File: src/fix_cfg.svh
/*
  FIX session layer sizing
  widths of host numbers, target CompIDs and CompID lengths
*/
`ifndef FIX_CFG_SVH
`define FIX_CFG_SVH

`define FIX_HOST_W      4                   // up to 16 remote hosts
`define FIX_NUM_HOSTS   (1 << `FIX_HOST_W)
`define FIX_COMP_ID_W   64                  // eight ascii characters
`define FIX_COMP_LEN_W  4                   // number of valid characters

`endif
File: src/fix_session_pkg.sv
/*
  FIX session package
  host, CompID and length types plus the per-host session states
*/
`include "fix_cfg.svh"

package fix_session_pkg;

	typedef logic [`FIX_HOST_W-1:0]     host_id_t;
	typedef logic [`FIX_COMP_ID_W-1:0]  comp_id_t;
	typedef logic [`FIX_COMP_LEN_W-1:0] comp_len_t;

	// per-host session state, held in the session table
	typedef enum logic [2:0] {
		st_disconnected         = 3'd0,
		st_await_logon          = 3'd1,  // acceptor, tcp up
		st_logon_sent           = 3'd2,  // initiator, waiting for reply
		st_active               = 3'd3,
		st_heartbeat_sent       = 3'd4,
		st_resend_pending       = 3'd5,
		st_resend_pending_logout = 3'd6, // logout deferred until gap is filled
		st_logout_sent          = 3'd7
	} session_state_t;

endpackage

File: src/fix_msg_pkg.sv
/*
  FIX message package
  message-type and validity codes shared by the parser,
  the session layer and the message builder
*/
package fix_msg_pkg;

	// session-level message kinds, everything else is app
	typedef logic [3:0] msg_type_t;

	localparam msg_type_t msg_none       = 4'd0;  // no message, idle output
	localparam msg_type_t msg_logon      = 4'd1;
	localparam msg_type_t msg_logout     = 4'd2;
	localparam msg_type_t msg_heartbeat  = 4'd3;
	localparam msg_type_t msg_resend_req = 4'd4;
	localparam msg_type_t msg_gap_fill   = 4'd5;
	localparam msg_type_t msg_seq_reset  = 4'd6;
	localparam msg_type_t msg_app        = 4'd7;

	// parser verdict on the incoming sequence number and body
	typedef logic [2:0] validity_t;

	localparam validity_t val_valid    = 3'd0;
	localparam validity_t val_garbled  = 3'd1;  // bad checksum or framing
	localparam validity_t val_seq_high = 3'd2;  // gap, ask for resend
	localparam validity_t val_seq_low  = 3'd3;  // fatal
	localparam validity_t val_invalid  = 3'd4;  // fatal

endpackage

File: src/fix_session_if.sv
/*
  session layer internal buses
  host configuration lookup and session-state table access
*/
`timescale 1ns/1ps

interface host_lookup_if;
	import fix_session_pkg::*;

	host_id_t  host;
	comp_id_t  comp_id;
	comp_len_t comp_len;
	logic      initiator;  // 1 when this side opens the session

	modport requester (output host, input comp_id, comp_len, initiator);
	modport responder (input host, output comp_id, comp_len, initiator);
endinterface

interface session_table_if;
	import fix_session_pkg::*;

	logic           we;
	host_id_t       addr;
	session_state_t wdata;
	session_state_t rdata;  // combinational read of addr

	modport controller (output we, addr, wdata, input rdata);
	modport memory (input we, addr, wdata, output rdata);
endinterface

File: src/fix_session_top.sv
/*
  FIX session layer top
  host configuration table, session state table and session manager
*/
`timescale 1ns/1ps

module fix_session_top (
	input  logic                        clk,
	input  logic                        rst,
	// host configuration
	input  logic                        cfg_we_i,
	input  fix_session_pkg::host_id_t   cfg_host_i,
	input  fix_session_pkg::comp_id_t   cfg_comp_id_i,
	input  fix_session_pkg::comp_len_t  cfg_comp_len_i,
	input  logic                        cfg_initiator_i,
	// events, one strobe served per cycle
	input  logic                        rx_msg_i,
	input  logic                        resend_done_i,
	input  logic                        connect_i,
	input  logic                        logout_req_i,
	input  logic                        timeout_i,
	input  fix_session_pkg::host_id_t   host_i,
	input  fix_msg_pkg::msg_type_t      msg_type_i,
	input  fix_msg_pkg::validity_t      validity_i,
	// to message builder, tcp engine and sequence generator
	output logic                        initiate_msg_o,
	output fix_msg_pkg::msg_type_t      msg_type_o,
	output fix_session_pkg::comp_id_t   target_comp_id_o,
	output fix_session_pkg::comp_len_t  comp_len_o,
	output logic                        disconnect_o,
	output fix_session_pkg::host_id_t   disconnect_host_o,
	output logic                        ignore_o,
	output logic                        seq_update_o,
	output fix_session_pkg::host_id_t   seq_host_o
);

	host_lookup_if   lookup_if ();
	session_table_if tbl_if ();

	host_table host_table_i (
		.clk             (clk),
		.rst             (rst),
		.cfg_we_i        (cfg_we_i),
		.cfg_host_i      (cfg_host_i),
		.cfg_comp_id_i   (cfg_comp_id_i),
		.cfg_comp_len_i  (cfg_comp_len_i),
		.cfg_initiator_i (cfg_initiator_i),
		.lookup          (lookup_if)
	);

	session_table session_table_i (
		.clk (clk),
		.rst (rst),
		.tbl (tbl_if)
	);

	session_manager session_manager_i (
		.clk               (clk),
		.rst               (rst),
		.rx_msg_i          (rx_msg_i),
		.resend_done_i     (resend_done_i),
		.connect_i         (connect_i),
		.logout_req_i      (logout_req_i),
		.timeout_i         (timeout_i),
		.host_i            (host_i),
		.msg_type_i        (msg_type_i),
		.validity_i        (validity_i),
		.lookup            (lookup_if),
		.tbl               (tbl_if),
		.initiate_msg_o    (initiate_msg_o),
		.msg_type_o        (msg_type_o),
		.target_comp_id_o  (target_comp_id_o),
		.comp_len_o        (comp_len_o),
		.disconnect_o      (disconnect_o),
		.disconnect_host_o (disconnect_host_o),
		.ignore_o          (ignore_o),
		.seq_update_o      (seq_update_o),
		.seq_host_o        (seq_host_o)
	);

endmodule

File: src/session_manager.sv
/*
  FIX session manager
  picks one event per cycle, runs the per-host session FSM and
  issues registered message, disconnect, ignore and sequence strobes
*/
`timescale 1ns/1ps

module session_manager (
	input  logic                        clk,
	input  logic                        rst,
	input  logic                        rx_msg_i,
	input  logic                        resend_done_i,
	input  logic                        connect_i,
	input  logic                        logout_req_i,
	input  logic                        timeout_i,
	input  fix_session_pkg::host_id_t   host_i,
	input  fix_msg_pkg::msg_type_t      msg_type_i,
	input  fix_msg_pkg::validity_t      validity_i,
	host_lookup_if.requester            lookup,
	session_table_if.controller         tbl,
	output logic                        initiate_msg_o,
	output fix_msg_pkg::msg_type_t      msg_type_o,
	output fix_session_pkg::comp_id_t   target_comp_id_o,
	output fix_session_pkg::comp_len_t  comp_len_o,
	output logic                        disconnect_o,
	output fix_session_pkg::host_id_t   disconnect_host_o,
	output logic                        ignore_o,
	output logic                        seq_update_o,
	output fix_session_pkg::host_id_t   seq_host_o
);
	import fix_msg_pkg::*;
	import fix_session_pkg::*;

	session_state_t cur_state;
	session_state_t next_state;
	logic           send_c;
	msg_type_t      send_type_c;
	logic           disc_c;
	logic           ign_c;
	logic           seq_c;
	logic           fatal;

	// every event uses the same host, so both lookups share it
	assign lookup.host = host_i;
	assign tbl.addr    = host_i;
	assign cur_state   = tbl.rdata;

	assign fatal = (validity_i == val_seq_low) || (validity_i == val_invalid);

	// state is rewritten for every served event, often unchanged
	assign tbl.we    = rx_msg_i | resend_done_i | connect_i | logout_req_i | timeout_i;
	assign tbl.wdata = next_state;

	// fixed priority: rx_msg, resend_done, connect, logout_req, timeout
	always_comb begin
		send_c      = 1'b0;
		send_type_c = msg_none;
		disc_c      = 1'b0;
		ign_c       = 1'b0;
		seq_c       = 1'b0;
		next_state  = cur_state;

		if (rx_msg_i) begin
			if (fatal) begin
				disc_c     = 1'b1;
				next_state = st_disconnected;
			end else begin
				case (cur_state)
				st_disconnected: ign_c = 1'b1;
				st_await_logon, st_logon_sent: begin
					if (msg_type_i == msg_logon && validity_i == val_valid) begin
						send_c      = (cur_state == st_await_logon);  // acceptor answers
						send_type_c = msg_logon;
						next_state  = st_active;
					end else if (msg_type_i == msg_logon && validity_i == val_seq_high) begin
						send_c      = 1'b1;
						send_type_c = msg_resend_req;
						next_state  = st_resend_pending;
					end else begin
						disc_c     = 1'b1;
						next_state = st_disconnected;
					end
				end
				st_active, st_heartbeat_sent: begin
					if (validity_i == val_garbled) begin
						ign_c = 1'b1;
					end else if (msg_type_i == msg_logout && validity_i == val_seq_high) begin
						send_c      = 1'b1;
						send_type_c = msg_resend_req;
						next_state  = st_resend_pending_logout;
					end else if (msg_type_i == msg_logout && validity_i == val_valid) begin
						send_c      = 1'b1;
						send_type_c = msg_logout;
						next_state  = st_disconnected;
					end else if (validity_i == val_seq_high) begin
						send_c      = 1'b1;
						send_type_c = msg_resend_req;
						next_state  = st_resend_pending;
					end else if (msg_type_i == msg_heartbeat && cur_state == st_active) begin
						send_c      = 1'b1;
						send_type_c = msg_heartbeat;
					end else begin
						next_state = st_active;  // peer traffic proves liveness
					end
				end
				st_resend_pending, st_resend_pending_logout: begin
					if (validity_i == val_garbled) begin
						ign_c = 1'b1;
					end else if (msg_type_i == msg_gap_fill || msg_type_i == msg_seq_reset) begin
						seq_c = 1'b1;
					end else if (validity_i == val_seq_high) begin
						send_c      = 1'b1;
						send_type_c = msg_resend_req;
					end
				end
				st_logout_sent: begin
					if (validity_i == val_garbled) begin
						ign_c = 1'b1;
					end else begin
						disc_c     = 1'b1;
						next_state = st_disconnected;
					end
				end
				default: ;
				endcase
			end
		end else if (resend_done_i) begin
			if (cur_state == st_resend_pending) begin
				next_state = st_active;
			end else if (cur_state == st_resend_pending_logout) begin
				send_c      = 1'b1;
				send_type_c = msg_logout;
				next_state  = st_logout_sent;
			end
		end else if (connect_i) begin
			if (lookup.initiator) begin
				send_c      = 1'b1;
				send_type_c = msg_logon;
				next_state  = st_logon_sent;
			end else begin
				next_state = st_await_logon;
			end
		end else if (logout_req_i) begin
			if (cur_state == st_active || cur_state == st_heartbeat_sent) begin
				send_c      = 1'b1;
				send_type_c = msg_logout;
				next_state  = st_logout_sent;
			end
		end else if (timeout_i) begin
			case (cur_state)
			st_logon_sent, st_logout_sent, st_heartbeat_sent: begin
				disc_c     = 1'b1;  // no answer from peer
				next_state = st_disconnected;
			end
			st_active: begin
				send_c      = 1'b1;
				send_type_c = msg_heartbeat;
				next_state  = st_heartbeat_sent;
			end
			default: ;
			endcase
		end
	end

	// data outputs stay zero while their strobe is low
	always_ff @(posedge clk) begin
		if (rst) begin
			initiate_msg_o    <= 1'b0;
			msg_type_o        <= msg_none;
			target_comp_id_o  <= '0;
			comp_len_o        <= '0;
			disconnect_o      <= 1'b0;
			disconnect_host_o <= '0;
			ignore_o          <= 1'b0;
			seq_update_o      <= 1'b0;
			seq_host_o        <= '0;
		end else begin
			initiate_msg_o    <= send_c;
			msg_type_o        <= send_c ? send_type_c : msg_none;
			target_comp_id_o  <= send_c ? lookup.comp_id : '0;
			comp_len_o        <= send_c ? lookup.comp_len : '0;
			disconnect_o      <= disc_c;
			disconnect_host_o <= disc_c ? host_i : '0;
			ignore_o          <= ign_c;
			seq_update_o      <= seq_c;
			seq_host_o        <= seq_c ? host_i : '0;
		end
	end

endmodule

File: src/session_table.sv
/*
  session state table
  one session state per host, all hosts start disconnected
*/
`timescale 1ns/1ps
`include "fix_cfg.svh"

module session_table (
	input  logic              clk,
	input  logic              rst,
	session_table_if.memory   tbl
);
	import fix_session_pkg::*;

	session_state_t state_q [`FIX_NUM_HOSTS];

	always_ff @(posedge clk) begin
		if (rst) begin
			for (int i = 0; i < `FIX_NUM_HOSTS; i++) begin
				state_q[i] <= st_disconnected;
			end
		end else if (tbl.we) begin
			state_q[tbl.addr] <= tbl.wdata;  // single write port
		end
	end

	assign tbl.rdata = state_q[tbl.addr];

endmodule

File: src/host_table.sv
/*
  host configuration table
  user-written target CompID, length and role per host,
  read combinationally by the session manager
*/
`timescale 1ns/1ps
`include "fix_cfg.svh"

module host_table (
	input  logic                       clk,
	input  logic                       rst,
	input  logic                       cfg_we_i,
	input  fix_session_pkg::host_id_t  cfg_host_i,
	input  fix_session_pkg::comp_id_t  cfg_comp_id_i,
	input  fix_session_pkg::comp_len_t cfg_comp_len_i,
	input  logic                       cfg_initiator_i,
	host_lookup_if.responder           lookup
);
	import fix_session_pkg::*;

	comp_id_t  comp_id_q   [`FIX_NUM_HOSTS];
	comp_len_t comp_len_q  [`FIX_NUM_HOSTS];
	logic      initiator_q [`FIX_NUM_HOSTS];

	always_ff @(posedge clk) begin
		if (rst) begin
			for (int i = 0; i < `FIX_NUM_HOSTS; i++) begin
				comp_id_q[i]   <= '0;
				comp_len_q[i]  <= '0;
				initiator_q[i] <= 1'b0;  // acceptor by default
			end
		end else if (cfg_we_i) begin
			comp_id_q[cfg_host_i]   <= cfg_comp_id_i;
			comp_len_q[cfg_host_i]  <= cfg_comp_len_i;
			initiator_q[cfg_host_i] <= cfg_initiator_i;
		end
	end

	// a write in the same cycle is seen from the next cycle on
	assign lookup.comp_id   = comp_id_q[lookup.host];
	assign lookup.comp_len  = comp_len_q[lookup.host];
	assign lookup.initiator = initiator_q[lookup.host];

endmodule

File: config.mk
export PLATFORM = sky130hd
export DESIGN_NAME = fix_session_top
export DESIGN_NICKNAME = d
export VERILOG_FILES = /design/src/fix_session_pkg.sv /design/src/fix_msg_pkg.sv /design/src/fix_session_if.sv /design/src/fix_session_top.sv /design/src/session_manager.sv /design/src/session_table.sv /design/src/host_table.sv
export VERILOG_INCLUDE_DIRS = /design/src
export SDC_FILE = /design/constraint.sdc
export NUM_CORES = 2
export LEC_CHECK = 0
export BUFFER_PORTS_ARGS = -buffer_cell sky130_fd_sc_hd__buf_4
export CORE_MARGIN = 3
export CORE_UTILIZATION = 30
export CTS_CLUSTER_SIZE = 25
export DETAILED_ROUTE_END_ITERATION = 8
export SYNTH_ARGS = -nofsm -noshare
export SYNTH_HDL_FRONTEND = slang
export SYNTH_SLANG_ARGS = --single-unit
export TNS_END_PERCENT = 30
File: constraint.sdc
create_clock -name clk -period 4.79 [get_ports clk]
set_clock_uncertainty 0.05 [all_clocks]
set_input_delay 1.1975 -clock clk [delete_from_list [all_inputs] [get_ports clk]]
set_output_delay 1.1975 -clock clk [all_outputs]
set_load 0.005 [all_outputs]
==> reports/qor.csv <==
stage,metric,value,unit
outcome,status,"finished, final reports clean",
sta,Final Hold Viols,0,
layout,P&R area growth vs syn,15.7,%
yosys,"FF+latch count, synth",1235,
floorplan,die height,433,um
global_routing,initial antenna violation count,26,
yosys,syn nets,3457,
clock_tree,Clock Latency Late Sink,0.77,ns
yosys,"EDFF count, synth",1152,
sta,total negative slack,0,ns
clock_tree,Clock Path Buffers,3,
flow_run,max_cap viols,0,
routing,mean routed wirelength per cell,27.0,um
setup_path,worst-path maximum fanout,68,
sta,FMAX,284,MHz
yosys,Synth Flop Type,edfxtp_1,
routing,via count,29900,
clock_tree,Clock transition at path regs,0.06,ns
yosys,Post-synth ARST share,0,
clock_tree,Clock Root Buffer,clkbuf_16,
clock_tree,TritonCTS clock tree,yes,
clock_tree,clock sinks,1235,
placed_design,GPL Wtd Cong,0.780,
floorplan,core area,181000,sq um
routing,# DRC,0,
placed_design,dpl hpwl,83500,um
floorplan,Initial Util,0.302,
sta,min Tclk post-route,3.52,ns
yosys,mapped cell area,54700,sq um
floorplan,die area,188000,sq um
routing,router iterations before antenna repair,5,
worst_hold_path,Hold Crit Class,input port to register,
setup_path,worst setup path class,input port to register,
routing,1st-iter DRT viols,3350,
pwr,Peak VDD IR,0.365,mV
sta,final setup fails,0,
sta,max_slew headroom,0.242,
routing,"wirelength, routed",161000,um
sta,fin worst setup slack,1.27,ns
routing,Detail Route Antenna Nets,0,
yosys,sequential area share after synthesis,0.662,
clock_tree,CTS Hold Buffers Added,0,
pwr,PD cells,387,nW/um^2
floorplan,std cell rows,156,
global_routing,gr usage total,0.171,
placed_design,pre-CTS setup slack,0.573,ns
clock_tree,Max H-tree Level,4,
layout,layout cell share with drive strength beyond 1,0.241,
layout,NumNets Final,3555,
sta,unrepaired setup endpoints after global routing,false,
sta,pin slew with the least headroom to its limit,1.14,ns
yosys,Synth Area per Inst,16.3,sq um
global_routing,grt ovf,0,
sta,Final Cycle Share,0.736,
clock_tree,CTS buffer count,131,
sta,final slew viol count,0,
setup_path,CP startpoint kind,input port,
setup_path,CP Capture Type,register,
yosys,"Warnings, synthesis",0,
setup_path,Critical Path RT,5.43,ns
yosys,cell count after synthesis,3365,
clock_tree,cts repair resizes,0,
global_routing,vias in the first global route,30500,
placed_design,input/output buffers,174,
clock_tree,Setup Buffers After CTS,0,
pwr,Pleak,0.0216,uW
setup_path,Critical Path AT,4.17,ns
floorplan,Boundary Pins,176,
routing,Vias/cell,5.03,
floorplan,Die Width,433,um
global_routing,maximum number of pins on one net before global-route repair,101,
global_routing,first-pass GRT wire length,229000,um
yosys,Synth cell types,66,
[metrics by stage]
stage	instance area, sq um	utilization	std cells	hold WS [ns]	power [uW]
final	63300	0.350	5953	0.721	24500
after global routing	63300	0.350	5949	0.714	25300
after CTS	63300	0.350	5940	0.682	24800
after detailed placement	59000	0.326	5700	0.851	14700
after global placement	59000	0.326	5700	0.837	14700
after floorplan	54700	-	3365	0.823	13900
[registers in the layout (all words and copies together), names as in the netlist]
name	cells
host_table_i.initiator_q	16
session_manager_i.ignore_o	1
session_manager_i.seq_host_o	4
session_manager_i.initiate_msg_o	1
session_manager_i.seq_update_o	1
session_manager_i.disconnect_host_o	4
session_manager_i.msg_type_o	3
session_manager_i.comp_len_o	4
session_manager_i.target_comp_id_o	64
host_table_i.comp_id_q	1024
host_table_i.comp_len_q	64
session_table_i.state_q	48
session_manager_i.disconnect_o	1
[synth_stat cells, drive strengths merged (2+ instances only)]
master,instances,area (sq um)
a21boi,70,526
a21oi,52,302
a22oi,4,35.0
a41oi,2,17.5
and2,1111,6950
and3,3,18.8
buf,60,334
clkbuf,241,905
dfxtp,83,1660
edfxtp,1152,34600
inv,2,7.51
mux2,4,48.8
mux2i,7,73.8
mux4,355,8000
nand2,32,120
nand2b,25,156
nand3,17,85.1
nand3b,5,37.5
nand4,4,31.3
nor2,48,180
nor2b,6,37.5
nor3,16,80.1
nor3b,2,15.0
nor4b,2,17.5
o211ai,3,22.5
o21a,2,15.0
o21ai,10,50.1
o221ai,2,23.8
or2,17,106
or3,2,12.5
xnor2,4,53.8
[layer usage]
metal | vias to the layer above | GRT usage | routed length (um)
li1 | 12700 | - | -
met1 | 15800 | 0.221 | 64300
met2 | 1135 | 0.293 | 81500
met3 | 256 | 0.0322 | 10500
met4 | 14 | 0.0512 | 4070
met5 | - | 0 | 92
[critical path: stages]
cell,delay (ns)
buf_8,0.27
mux4_1,0.60
nand3b_1,0.11
and4_1,0.58
buf_4,0.24
nand4_1,0.09
a21boi_1,0.28
o21ai_4,0.13
buf_12,0.24
a21boi_1,0.26
[cell type report]
| class | instances | area (sq um) |
|---|---|---|
| multi-input cells | 1827 | 17400 |
| inverters | 2 | 7.51 |
| clock inverters | 55 | 597 |
| well taps | 2370 | 2970 |
| flip-flops and latches | 1235 | 36300 |
| diodes | 13 | 32.5 |
| clock buffers | 185 | 3680 |
| fillers | 16900 | 118000 |
| repair buffers | 266 | 2410 |
[power by group]
group          switching [uW]  internal [uW]  total, uW
Clock                    4370           5740      10100
Sequential                160          12400      12500
Combinational            1080            828       1900
Total                    5610          18900      24500
[layout by cell type, fill, tap and decap left out, drive strengths merged, types with 3 or more instances in the layout]
cell type	netlist	final
bufinv	0	6
mux2i	7	7
dfxtp	83	83
nand3	17	17
a22oi	4	4
nand2b	25	25
edfxtp	1152	1152
clkbuf	241	185
clkinv	0	45
buf	60	266
nand4	4	4
nor3	16	16
or2	17	17
and3	3	3
nor2	48	48
and2	1111	1111
mux4	355	355
nor2b	6	6
a21oi	52	52
mux2	4	4
o211ai	3	3
a21boi	70	70
nand2	32	32
inv	2	5
o21ai	10	10
xnor2	4	4
nand3b	5	5
diode	0	13
[cell families (layout without fill, tap and decap cells)]
family,Yosys count,after routing,share of synthesized area
AND/OR/NAND/NOR,1295,1295,0.144
flip-flops,1235,1235,0.662
multiplexers,366,366,0.148
buffers and inverters,303,508,0.0228
AO/OA/AOI/OAI,160,160,0.0210
XOR/XNOR,4,4,0.000983
adder cells (fa/ha/maj),1,1,0.000183
other,1,14,0.0000685
[worst paths after layout]
path | startpoint | slack [ns] | endpoint | cells after the start
min reg2reg | host_table_i.comp_id_q[2][27] | 0.86 | session_manager_i.target_comp_id_o[27] | 3
max reg2reg | session_table_i.state_q[11][0] | 1.68 | session_manager_i.target_comp_id_o[44] | 9
max | host_i[1] | 1.27 | session_manager_i.target_comp_id_o[44] | 10
min | host_i[0] | 0.72 | session_manager_i.disconnect_host_o[0] | 3
Power figures use the tool's default switching activity.
